<file path="src/verilog/rs_pkg.sv">
// Shared sizes, unit-kind / opcode / controller enums
// and the reservation station entry struct
package rs_pkg;

    localparam int XLEN       = 32;
    localparam int TAG_W      = 4;   // ROB tag width
    localparam int NUM_RS     = 6;
    localparam int NUM_ALU_RS = 4;   // Entries 0..3 ALU, rest multiplier
    localparam int RS_ID_W    = 3;
    localparam int MULT_STEPS = 4;   // One step per byte of opb

    // Slots owned by the ALU
    localparam logic [NUM_RS-1:0] ALU_MASK = NUM_RS'((1 << NUM_ALU_RS) - 1);

    typedef enum logic {
        FU_ALU,
        FU_MULT
    } fu_kind_t;

    typedef enum logic [2:0] {
        OP_ADD,
        OP_SUB,
        OP_AND,
        OP_OR,
        OP_XOR,
        OP_SLL,
        OP_MUL
    } alu_op_t;

    typedef enum logic [1:0] {
        ST_IDLE,      // Multiplier free
        ST_MULT_RUN,  // Multiplier stepping
        ST_MULT_WB    // Multiplier owns the CDB
    } ctrl_state_t;

    typedef struct packed {
        logic             busy;
        logic             issued;
        alu_op_t          op;
        logic [TAG_W-1:0] src1_tag;
        logic [XLEN-1:0]  src1_value;
        logic             src1_valid;
        logic [TAG_W-1:0] src2_tag;
        logic [XLEN-1:0]  src2_value;
        logic             src2_valid;
        logic [TAG_W-1:0] dest_tag;   // Result tag this entry waits to see
    } rs_entry_t;

endpackage
</file>
<file path="src/verilog/issue_if.sv">
// Issue bus from the reservation station to one execution unit
`timescale 1ns/1ps

interface issue_if;

    logic                         valid;     // One-cycle strobe with the grant
    logic [rs_pkg::RS_ID_W-1:0]   entry_id;
    rs_pkg::alu_op_t              op;
    logic [rs_pkg::XLEN-1:0]      opa;
    logic [rs_pkg::XLEN-1:0]      opb;
    logic [rs_pkg::TAG_W-1:0]     rob_tag;

    modport source (
        output valid, entry_id, op, opa, opb, rob_tag
    );

    modport unit (
        input valid, entry_id, op, opa, opb, rob_tag
    );

endinterface

</file>
<file path="src/verilog/tomasulo_top.sv">
// Top level: station, controller, ALU and multiplier wiring
`timescale 1ns/1ps

module tomasulo_top (
    input  logic                      clock,
    input  logic                      reset,
    input  logic                      squash,
    input  logic                      dispatch_valid,
    input  rs_pkg::fu_kind_t          fu_sel,
    input  rs_pkg::alu_op_t           op,
    input  logic                      src1_ready,
    input  logic [rs_pkg::TAG_W-1:0]  src1_tag,
    input  logic [rs_pkg::XLEN-1:0]   src1_value,
    input  logic                      src2_ready,
    input  logic [rs_pkg::TAG_W-1:0]  src2_tag,
    input  logic [rs_pkg::XLEN-1:0]   src2_value,
    input  logic [rs_pkg::TAG_W-1:0]  dest_tag,
    output logic                      alu_avail,
    output logic                      mult_avail,
    output logic                      cdb_valid,
    output logic [rs_pkg::TAG_W-1:0]  cdb_tag,
    output logic [rs_pkg::XLEN-1:0]   cdb_value
);

    logic [rs_pkg::NUM_RS-1:0] alu_ready, mult_ready;
    logic [rs_pkg::NUM_RS-1:0] alu_grant, mult_grant;
    logic                      mult_last, mult_done;
    logic                      alu_valid;
    logic [rs_pkg::TAG_W-1:0]  alu_tag, mult_tag;
    logic [rs_pkg::XLEN-1:0]   alu_value, mult_value;

    issue_if alu_iss_bus ();
    issue_if mult_iss_bus ();

    rs u_rs (
        .clock(clock), .reset(reset), .squash(squash),
        .dispatch_valid(dispatch_valid), .fu_sel(fu_sel), .op(op),
        .src1_ready(src1_ready), .src1_tag(src1_tag), .src1_value(src1_value),
        .src2_ready(src2_ready), .src2_tag(src2_tag), .src2_value(src2_value),
        .dest_tag(dest_tag),
        .cdb_valid(cdb_valid), .cdb_tag(cdb_tag), .cdb_value(cdb_value),
        .alu_grant(alu_grant), .mult_grant(mult_grant),
        .alu_ready(alu_ready), .mult_ready(mult_ready),
        .alu_avail(alu_avail), .mult_avail(mult_avail),
        .alu_iss(alu_iss_bus.source), .mult_iss(mult_iss_bus.source)
    );

    exec_ctrl u_ctrl (
        .clock(clock), .reset(reset), .squash(squash),
        .alu_ready(alu_ready), .mult_ready(mult_ready),
        .mult_last(mult_last), .mult_done(mult_done),
        .alu_valid(alu_valid), .alu_tag(alu_tag), .alu_value(alu_value),
        .mult_tag(mult_tag), .mult_value(mult_value),
        .alu_grant(alu_grant), .mult_grant(mult_grant),
        .cdb_valid(cdb_valid), .cdb_tag(cdb_tag), .cdb_value(cdb_value)
    );

    alu_unit u_alu (
        .clock(clock), .reset(reset), .squash(squash), .iss(alu_iss_bus.unit),
        .alu_valid(alu_valid), .alu_tag(alu_tag), .alu_value(alu_value)
    );

    mult_unit u_mult (
        .clock(clock), .reset(reset), .squash(squash), .iss(mult_iss_bus.unit),
        .mult_last(mult_last), .mult_done(mult_done),
        .mult_tag(mult_tag), .mult_value(mult_value)
    );

endmodule

</file>
<file path="src/verilog/mult_unit.sv">
// Iterative multiplier, one 8-bit partial product per step
`timescale 1ns/1ps

module mult_unit (
    input  logic                      clock,
    input  logic                      reset,
    input  logic                      squash,
    issue_if.unit                     iss,
    output logic                      mult_last,
    output logic                      mult_done,
    output logic [rs_pkg::TAG_W-1:0]  mult_tag,
    output logic [rs_pkg::XLEN-1:0]   mult_value
);

    logic [rs_pkg::XLEN-1:0] a_q, b_q, acc;
    logic [rs_pkg::XLEN-1:0] partial;
    logic [7:0]              slice;
    logic [1:0]              step;
    logic                    busy;

    mult_timer u_timer (
        .clock (clock),
        .reset (reset),
        .squash(squash),
        .start (iss.valid),
        .step  (step),
        .busy  (busy),
        .last  (mult_last),
        .done  (mult_done)
    );

    assign slice   = b_q[{step, 3'b000} +: 8];
    assign partial = (a_q * rs_pkg::XLEN'(slice)) << {step, 3'b000};  // Low bits only

    always_ff @(posedge clock) begin
        if (iss.valid) begin
            a_q      <= iss.opa;
            b_q      <= iss.opb;
            mult_tag <= iss.rob_tag;
            acc      <= '0;
        end else if (busy) begin
            acc <= acc + partial;
        end
    end

    assign mult_value = acc;

endmodule

</file>
<file path="src/verilog/mult_timer.sv">
// Step counter sequencing the multiplier, flags last step and completion
`timescale 1ns/1ps

module mult_timer (
    input  logic       clock,
    input  logic       reset,
    input  logic       squash,
    input  logic       start,
    output logic [1:0] step,
    output logic       busy,
    output logic       last,
    output logic       done
);

    assign last = busy && (step == 2'(rs_pkg::MULT_STEPS - 1));

    always_ff @(posedge clock or posedge reset) begin
        if (reset) begin
            step <= '0;
            busy <= 1'b0;
            done <= 1'b0;
        end else if (squash) begin
            step <= '0;
            busy <= 1'b0;
            done <= 1'b0;
        end else begin
            done <= last;           // Accumulator final one cycle later
            if (start) begin
                step <= '0;
                busy <= 1'b1;
            end else if (last) begin
                busy <= 1'b0;
            end else if (busy) begin
                step <= step + 2'd1;
            end
        end
    end

endmodule

</file>
<file path="src/verilog/alu_unit.sv">
// Single-cycle ALU with registered result and tag
`timescale 1ns/1ps

module alu_unit (
    input  logic                      clock,
    input  logic                      reset,
    input  logic                      squash,
    issue_if.unit                     iss,
    output logic                      alu_valid,
    output logic [rs_pkg::TAG_W-1:0]  alu_tag,
    output logic [rs_pkg::XLEN-1:0]   alu_value
);

    logic [rs_pkg::XLEN-1:0] result;

    always_comb begin
        case (iss.op)
            rs_pkg::OP_ADD: result = iss.opa + iss.opb;
            rs_pkg::OP_SUB: result = iss.opa - iss.opb;
            rs_pkg::OP_AND: result = iss.opa & iss.opb;
            rs_pkg::OP_OR:  result = iss.opa | iss.opb;
            rs_pkg::OP_XOR: result = iss.opa ^ iss.opb;
            rs_pkg::OP_SLL: result = iss.opa << iss.opb[4:0];  // Low 5 bits only
            default:        result = '0;                       // MUL never routed here
        endcase
    end

    always_ff @(posedge clock or posedge reset) begin
        if (reset)
            alu_valid <= 1'b0;
        else
            alu_valid <= iss.valid && !squash;
    end

    // Result payload
    always_ff @(posedge clock) begin
        if (iss.valid) begin
            alu_tag   <= iss.rob_tag;
            alu_value <= result;
        end
    end

endmodule

</file>
<file path="src/verilog/exec_ctrl.sv">
// Issue controller FSM: grants, multiplier tracking, CDB mux
`timescale 1ns/1ps

module exec_ctrl (
    input  logic                       clock,
    input  logic                       reset,
    input  logic                       squash,
    input  logic [rs_pkg::NUM_RS-1:0]  alu_ready,
    input  logic [rs_pkg::NUM_RS-1:0]  mult_ready,
    input  logic                       mult_last,
    input  logic                       mult_done,
    input  logic                       alu_valid,
    input  logic [rs_pkg::TAG_W-1:0]   alu_tag,
    input  logic [rs_pkg::XLEN-1:0]    alu_value,
    input  logic [rs_pkg::TAG_W-1:0]   mult_tag,
    input  logic [rs_pkg::XLEN-1:0]    mult_value,
    output logic [rs_pkg::NUM_RS-1:0]  alu_grant,
    output logic [rs_pkg::NUM_RS-1:0]  mult_grant,
    output logic                       cdb_valid,
    output logic [rs_pkg::TAG_W-1:0]   cdb_tag,
    output logic [rs_pkg::XLEN-1:0]    cdb_value
);

    rs_pkg::ctrl_state_t state, state_nxt;

    // Isolate the lowest set request bit
    function automatic logic [rs_pkg::NUM_RS-1:0] pick_lowest(
        input logic [rs_pkg::NUM_RS-1:0] req
    );
        return req & (~req + 1'b1);
    endfunction

    // ALU held off while the multiplier finishes, keeps the CDB free for WB
    assign alu_grant  = (squash || mult_last) ? '0 : pick_lowest(alu_ready);
    assign mult_grant = (squash || state != rs_pkg::ST_IDLE) ? '0 : pick_lowest(mult_ready);

    always_comb begin
        state_nxt = state;
        case (state)
            rs_pkg::ST_IDLE:     if (|mult_grant) state_nxt = rs_pkg::ST_MULT_RUN;
            rs_pkg::ST_MULT_RUN: if (mult_last) state_nxt = rs_pkg::ST_MULT_WB;   // Final step
            rs_pkg::ST_MULT_WB:  if (mult_done) state_nxt = rs_pkg::ST_IDLE;     // Result broadcast
            default:             state_nxt = rs_pkg::ST_IDLE;
        endcase
    end

    always_ff @(posedge clock or posedge reset) begin
        if (reset)
            state <= rs_pkg::ST_IDLE;
        else if (squash)
            state <= rs_pkg::ST_IDLE;  // Abort multiply in flight
        else
            state <= state_nxt;
    end

    // CDB mux
    always_comb begin
        if (state == rs_pkg::ST_MULT_WB) begin
            cdb_valid = mult_done;
            cdb_tag   = mult_tag;
            cdb_value = mult_value;
        end else begin
            cdb_valid = alu_valid;
            cdb_tag   = alu_tag;
            cdb_value = alu_value;
        end
    end

endmodule

</file>
<file path="src/verilog/rs.sv">
// Reservation station: allocation, CDB wakeup and free,
// ready vectors and operand drive onto the issue buses
`timescale 1ns/1ps

module rs (
    input  logic                       clock,
    input  logic                       reset,
    input  logic                       squash,
    input  logic                       dispatch_valid,
    input  rs_pkg::fu_kind_t           fu_sel,
    input  rs_pkg::alu_op_t            op,
    input  logic                       src1_ready,
    input  logic [rs_pkg::TAG_W-1:0]   src1_tag,
    input  logic [rs_pkg::XLEN-1:0]    src1_value,
    input  logic                       src2_ready,
    input  logic [rs_pkg::TAG_W-1:0]   src2_tag,
    input  logic [rs_pkg::XLEN-1:0]    src2_value,
    input  logic [rs_pkg::TAG_W-1:0]   dest_tag,
    input  logic                       cdb_valid,
    input  logic [rs_pkg::TAG_W-1:0]   cdb_tag,
    input  logic [rs_pkg::XLEN-1:0]    cdb_value,
    input  logic [rs_pkg::NUM_RS-1:0]  alu_grant,
    input  logic [rs_pkg::NUM_RS-1:0]  mult_grant,
    output logic [rs_pkg::NUM_RS-1:0]  alu_ready,
    output logic [rs_pkg::NUM_RS-1:0]  mult_ready,
    output logic                       alu_avail,
    output logic                       mult_avail,
    issue_if.source                    alu_iss,
    issue_if.source                    mult_iss
);

    rs_pkg::rs_entry_t entry [rs_pkg::NUM_RS];
    rs_pkg::rs_entry_t new_entry;               // Entry built from dispatch
    logic                          alloc_en;
    logic [rs_pkg::RS_ID_W-1:0]    alloc_id;
    logic [rs_pkg::NUM_RS-1:0]     free_vec;
    logic [rs_pkg::NUM_RS-1:0]     ready_vec;

    // Per-entry status
    always_comb begin
        for (int i = 0; i < rs_pkg::NUM_RS; i++) begin
            free_vec[i]  = !entry[i].busy;
            ready_vec[i] = entry[i].busy && !entry[i].issued
                           && entry[i].src1_valid && entry[i].src2_valid;
        end
    end

    assign alu_ready  = ready_vec & rs_pkg::ALU_MASK;
    assign mult_ready = ready_vec & ~rs_pkg::ALU_MASK;
    assign alu_avail  = |(free_vec & rs_pkg::ALU_MASK);
    assign mult_avail = |(free_vec & ~rs_pkg::ALU_MASK);

    // Lowest free slot of the requested kind, scanned top down
    always_comb begin
        alloc_en = 1'b0;
        alloc_id = '0;
        for (int i = rs_pkg::NUM_RS - 1; i >= 0; i--) begin
            if (free_vec[i] && ((fu_sel == rs_pkg::FU_MULT) == (i >= rs_pkg::NUM_ALU_RS))) begin
                alloc_en = dispatch_valid;
                alloc_id = rs_pkg::RS_ID_W'(i);
            end
        end
    end

    // Sources not ready at dispatch may still catch the CDB this cycle
    always_comb begin
        new_entry            = '0;
        new_entry.busy       = 1'b1;
        new_entry.op         = op;
        new_entry.dest_tag   = dest_tag;
        new_entry.src1_tag   = src1_tag;
        new_entry.src1_valid = src1_ready || (cdb_valid && cdb_tag == src1_tag);
        new_entry.src1_value = src1_ready ? src1_value : cdb_value;
        new_entry.src2_tag   = src2_tag;
        new_entry.src2_valid = src2_ready || (cdb_valid && cdb_tag == src2_tag);
        new_entry.src2_value = src2_ready ? src2_value : cdb_value;
    end

    always_ff @(posedge clock or posedge reset) begin
        if (reset) begin
            for (int i = 0; i < rs_pkg::NUM_RS; i++) begin
                entry[i].busy       <= 1'b0;
                entry[i].issued     <= 1'b0;
                entry[i].src1_valid <= 1'b0;
                entry[i].src2_valid <= 1'b0;
            end
        end else if (squash) begin
            for (int i = 0; i < rs_pkg::NUM_RS; i++) begin
                entry[i].busy       <= 1'b0;
                entry[i].issued     <= 1'b0;
                entry[i].src1_valid <= 1'b0;
                entry[i].src2_valid <= 1'b0;
            end
        end else begin
            for (int i = 0; i < rs_pkg::NUM_RS; i++) begin
                if (cdb_valid && entry[i].busy && entry[i].dest_tag == cdb_tag) begin
                    entry[i].busy   <= 1'b0;  // Own result broadcast, free
                    entry[i].issued <= 1'b0;
                end else begin
                    // Wakeup of waiting sources
                    if (cdb_valid && !entry[i].src1_valid && entry[i].src1_tag == cdb_tag) begin
                        entry[i].src1_value <= cdb_value;
                        entry[i].src1_valid <= 1'b1;
                    end
                    if (cdb_valid && !entry[i].src2_valid && entry[i].src2_tag == cdb_tag) begin
                        entry[i].src2_value <= cdb_value;
                        entry[i].src2_valid <= 1'b1;
                    end
                    if (alu_grant[i] || mult_grant[i])
                        entry[i].issued <= 1'b1;
                end
                // Only free slots are allocated, so no clash with the above
                if (alloc_en && alloc_id == rs_pkg::RS_ID_W'(i))
                    entry[i] <= new_entry;
            end
        end
    end

    // Operand mux for the one-hot grants
    always_comb begin
        alu_iss.valid     = |alu_grant;
        alu_iss.entry_id  = '0;
        alu_iss.op        = rs_pkg::OP_ADD;
        alu_iss.opa       = '0;
        alu_iss.opb       = '0;
        alu_iss.rob_tag   = '0;
        mult_iss.valid    = |mult_grant;
        mult_iss.entry_id = '0;
        mult_iss.op       = rs_pkg::OP_MUL;
        mult_iss.opa      = '0;
        mult_iss.opb      = '0;
        mult_iss.rob_tag  = '0;
        for (int i = 0; i < rs_pkg::NUM_RS; i++) begin
            if (alu_grant[i]) begin
                alu_iss.entry_id = rs_pkg::RS_ID_W'(i);
                alu_iss.op       = entry[i].op;
                alu_iss.opa      = entry[i].src1_value;
                alu_iss.opb      = entry[i].src2_value;
                alu_iss.rob_tag  = entry[i].dest_tag;
            end
            if (mult_grant[i]) begin
                mult_iss.entry_id = rs_pkg::RS_ID_W'(i);
                mult_iss.op       = entry[i].op;
                mult_iss.opa      = entry[i].src1_value;
                mult_iss.opb      = entry[i].src2_value;
                mult_iss.rob_tag  = entry[i].dest_tag;
            end
        end
    end

endmodule

</file>
<file path="config.mk">
export PLATFORM = sky130hd
export DESIGN_NAME = tomasulo_top
export DESIGN_NICKNAME = d
export VERILOG_FILES = /design/src/verilog/rs_pkg.sv /design/src/verilog/issue_if.sv /design/src/verilog/tomasulo_top.sv /design/src/verilog/mult_unit.sv /design/src/verilog/mult_timer.sv /design/src/verilog/alu_unit.sv /design/src/verilog/exec_ctrl.sv /design/src/verilog/rs.sv
export SDC_FILE = /design/constraint.sdc
export NUM_CORES = 2
export LEC_CHECK = 0
export BUFFER_PORTS_ARGS = -buffer_cell sky130_fd_sc_hd__clkbuf_2
export CAP_MARGIN = 15
export CELL_PAD_IN_SITES_DETAIL_PLACEMENT = 0
export CELL_PAD_IN_SITES_GLOBAL_PLACEMENT = 1
export CORE_MARGIN = 2
export CORE_UTILIZATION = 55
export DETAILED_ROUTE_END_ITERATION = 10
export PLACE_DENSITY_LB_ADDON = 0.1
export RECOVER_POWER = 50
export SLEW_MARGIN = 30
export SYNTH_ARGS = -nofsm -noshare
export SYNTH_HDL_FRONTEND = slang
export SYNTH_SLANG_ARGS = --single-unit
</file>
<file path="constraint.sdc">
create_clock -name clock -period 12.2 [get_ports clock]
set_input_delay 0.61 -clock clock [delete_from_list [all_inputs] [get_ports clock]]
set_output_delay 0.61 -clock clock [all_outputs]
set_load 0.02 [all_outputs]
</file>
==> run summary <==
Top-Level Pins: 125
internal power: 4.06 mW
crit end category: flip-flop
syn nets: 4,665
Port-buffer cells: 124
DR WL/cell: 27.1 um
sequential fraction of the synthesis area: 0.440
Max Slew Vio Count: 266
CP max-delay cell: clkbuf_1
setup violators final: 0
CP Class: in2reg
first-pass GRT wire length: 217,000 um
WP buf/inv: 4
switching pwr: 1.52 mW
CP top delay family: buffers and inverters
CTS tree: done
die height: 281 um
Num CTS Buffers: 71
fin cells: 5,394
DRT Wirelength: 146,000 um
DR vias: 34,300
CP required: 12,560 ps
Synth warnings: 0
die area: 79,000 sq um
CP Launch Type: primary input
Total GRT Usage: 0.375
initial core utilization: 0.556
EDFF count, synth: 572
H-tree depth: 3
Clock Root Buffer: clkbuf_16
crit-path cells: clkbuf_2 -> clkbuf_1 -> a21o_2 -> clkbuf_1 -> a21oi_1 -> a221oi_2 -> inv_2 -> nor4b_4 -> nand2_1 -> nor3_1 -> nand2_1 -> nand2_1 -> xnor2_1 -> ha_1 -> a211o_1 -> a31oi_1 -> o21ai_0 -> a31oi_1 -> o31ai_1 -> a2111oi_1 -> o31ai_1 -> o41ai_1 -> xnor2_1 -> o21ai_1
initial antenna violation count: 12
cts repair resizes: 0
clk sinks: 635
failing checks: capacitance limit, slew limit
max-cap violations: 9
r2r startpoint: u_mult.u_timer.step[0]
Worst Tran Pin Value: 3710 ps
clock latency on the worst-skew pair: 650 ps
number of global-route vias before repair: 32,700
Rel. slew slack: -1.47
DRT Pass-1 Iters: 6
Bufs on Longest Clock Path: 3
Synth Cell Area: 42,200 sq um
Flop pwr share: 0.452
CP peak stage delay: 2050 ps
min cycle time layout: 9200 ps
Yosys top cell by area: edfxtp_1
pwr dens: 120 nW/um^2
Synth top area share: 0.407
cts hold-fix bufs: 0
crit share post-route: 0.754
post-DP HPWL: 102,000 um
1st-iter DRT viols: 4,284
Layout fillers: 6,489
Vias per Instance: 6.37
Clock power frac: 0.392
Fin Clk Skew: 34.9 ps
sw frac: 0.273
Core Area: 75,900 sq um
CP startpoint: squash
worst-path fanout max: 37
ys flop type: edfxtp_1
ratio of cells with drive above 1 in the final layout: 0.0893
RSZ-0062 raised after global routing: false
Syn Inst Count: 4,249
status: finished with violations
Final TNS setup: 0 ps
Post-DRT Antenna Nets: 0
hold path startpoint: op[2]
Final GP Congestion: 0.997
syn avg cell area: 9.94 sq um
global route overflow: 0
#FFs+latches synth: 635
DIE WIDTH: 281 um
number of core rows: 101
Gate power share: 0.155
crit-path most repeated cell: nand2_1
asr flop ratio synth: 0.0488
fin nets: 4,717
leak pwr: 18.3 nW
synth top area cells: edfxtp_1 41%, fa_1 7.5%, a21oi_1 6.7%, ha_1 5.1%, nor2_1 5.1%
Max IR drop VDD: 0.142 mV
final hold violations: 0
Yosys cell types: 89
WP data arrival: 9560 ps
Placed Instances: 5,258
hold slack: 312 ps
drt drc: 0
Worst-path clk slew: 60 ps
largest net degree at the start of global routing: 84
HP Class: in2reg
postcts setup bufs: 0
fmax: 0.109 GHz
area grow syn2layout: 9.93%
-- per-stage QoR --
step	worst slack, ps	power, mW	utilization	area, sq um
floorplan	4400	3.14	-	42200
global placement	3430	3.42	0.582	44200
detailed placement	3350	3.42	0.583	44300
CTS	3290	5.58	0.614	46700
global route	2540	5.77	0.611	46400
finish	3000	5.58	0.611	46400
-- synth_stat cells, drive strengths merged, types with 20 or more instances --
master,n
o22ai,33
o21ai,103
nor3,54
buf,58
nor2,572
a21o,47
dfrtp,31
nor2b,94
fa,158
a22o,74
a221oi,59
nand2b,26
ha,172
a31oi,28
inv,285
a221o,21
edfxtp,572
nand4,36
nand2,262
xnor2,144
dfxtp,32
and2,102
mux2i,124
a21oi,569
a22oi,31
o211ai,20
clkbuf,213
xor2,51
nand3,51
-- power by group through the flow --
stage / Sequential (mW) / Combinational (mW) / Clock, mW
floorplan: 2.51 / 0.635 / 0
detailed placement: 2.57 / 0.848 / 0
global placement: 2.57 / 0.852 / 0
CTS: 2.52 / 0.855 / 2.20
global route: 2.53 / 0.967 / 2.28
finish: 2.53 / 0.867 / 2.19
-- area by class of cell --
type                    instances  area [sq um]  area share
diodes                          7          17.5    0.000377
clock buffers                  95          1950      0.0420
clock inverters                34           409     0.00881
inverters                     286          1070      0.0231
multi-input cells            3057         21700       0.467
flip-flops and latches        635         18600       0.400
well taps                    1030          1290      0.0278
repair buffers                250          1400      0.0302
-- kinds of logic after synthesis --
family	count (synthesis)	share of synthesized area
compound gates	1125	0.168
xor+xnor	197	0.0415
fa+ha+maj	330	0.126
buf+inv	557	0.0512
flops	635	0.440
mux	149	0.0376
simple gates	1256	0.136
-- per-layer routing --
| metal | routed length (um) | global-route usage |
|---|---|---|
| met4 | 8230 | 0.187 |
| met5 | 30 | 0 |
| met3 | 14100 | 0.0630 |
| met2 | 65100 | 0.574 |
| met1 | 58900 | 0.516 |
-- sequential cells by signal (all words and copies together) (netlist names) --
register and cells:
u_alu.alu_tag 4, u_alu.alu_valid 1, u_alu.alu_value 32, u_ctrl.state 2, u_mult.a_q 32, u_mult.b_q 32, u_mult.mult_tag 4, u_mult.mult_value 32
u_mult.u_timer.busy 1, u_mult.u_timer.done 1, u_mult.u_timer.step 2, u_rs.entry 492
-- layout by cell type, fill, tap and decap left out, types with 28 or more instances in the layout --
| master | count |
|---|---|
| a31oi_1 | 28 |
| inv_1 | 278 |
| edfxtp_1 | 572 |
| o22ai_1 | 33 |
| nand2_1 | 249 |
| dfrtp_1 | 29 |
| fa_1 | 158 |
| nor2_1 | 557 |
| nor3_1 | 52 |
| clkbuf_1 | 78 |
| a221oi_1 | 53 |
| xor2_1 | 51 |
| a22oi_1 | 30 |
| nand4_1 | 36 |
| o21ai_0 | 100 |
| a21oi_1 | 568 |
| a22o_1 | 74 |
| and2_1 | 99 |
| nor2b_1 | 94 |
| xnor2_1 | 144 |
| ha_1 | 172 |
| dfxtp_1 | 32 |
| clkbuf_2 | 106 |
| clkbuf_16 | 73 |
| mux2i_1 | 121 |
| a21o_1 | 46 |
| nand3_1 | 51 |
| buf_4 | 77 |
-- final timing paths --
| path | end | slack [ps] | cells past startpoint |
|---|---|---|---|
| setup / recovery | u_alu.alu_value[31] | 3000 | 24 |
| hold / removal | u_rs.entry[495] | 310 | 1 |
| setup reg to reg | u_mult.mult_value[30] | 3200 | 31 |
| hold reg to reg | u_mult.mult_value[1] | 500 | 2 |
| max in group asynchronous | u_mult.u_timer.step[0] | 10110 | 3 |
| min in group asynchronous | u_rs.entry[165] | 730 | 3 |
Note: power is estimated with default switching activity, not from simulation.
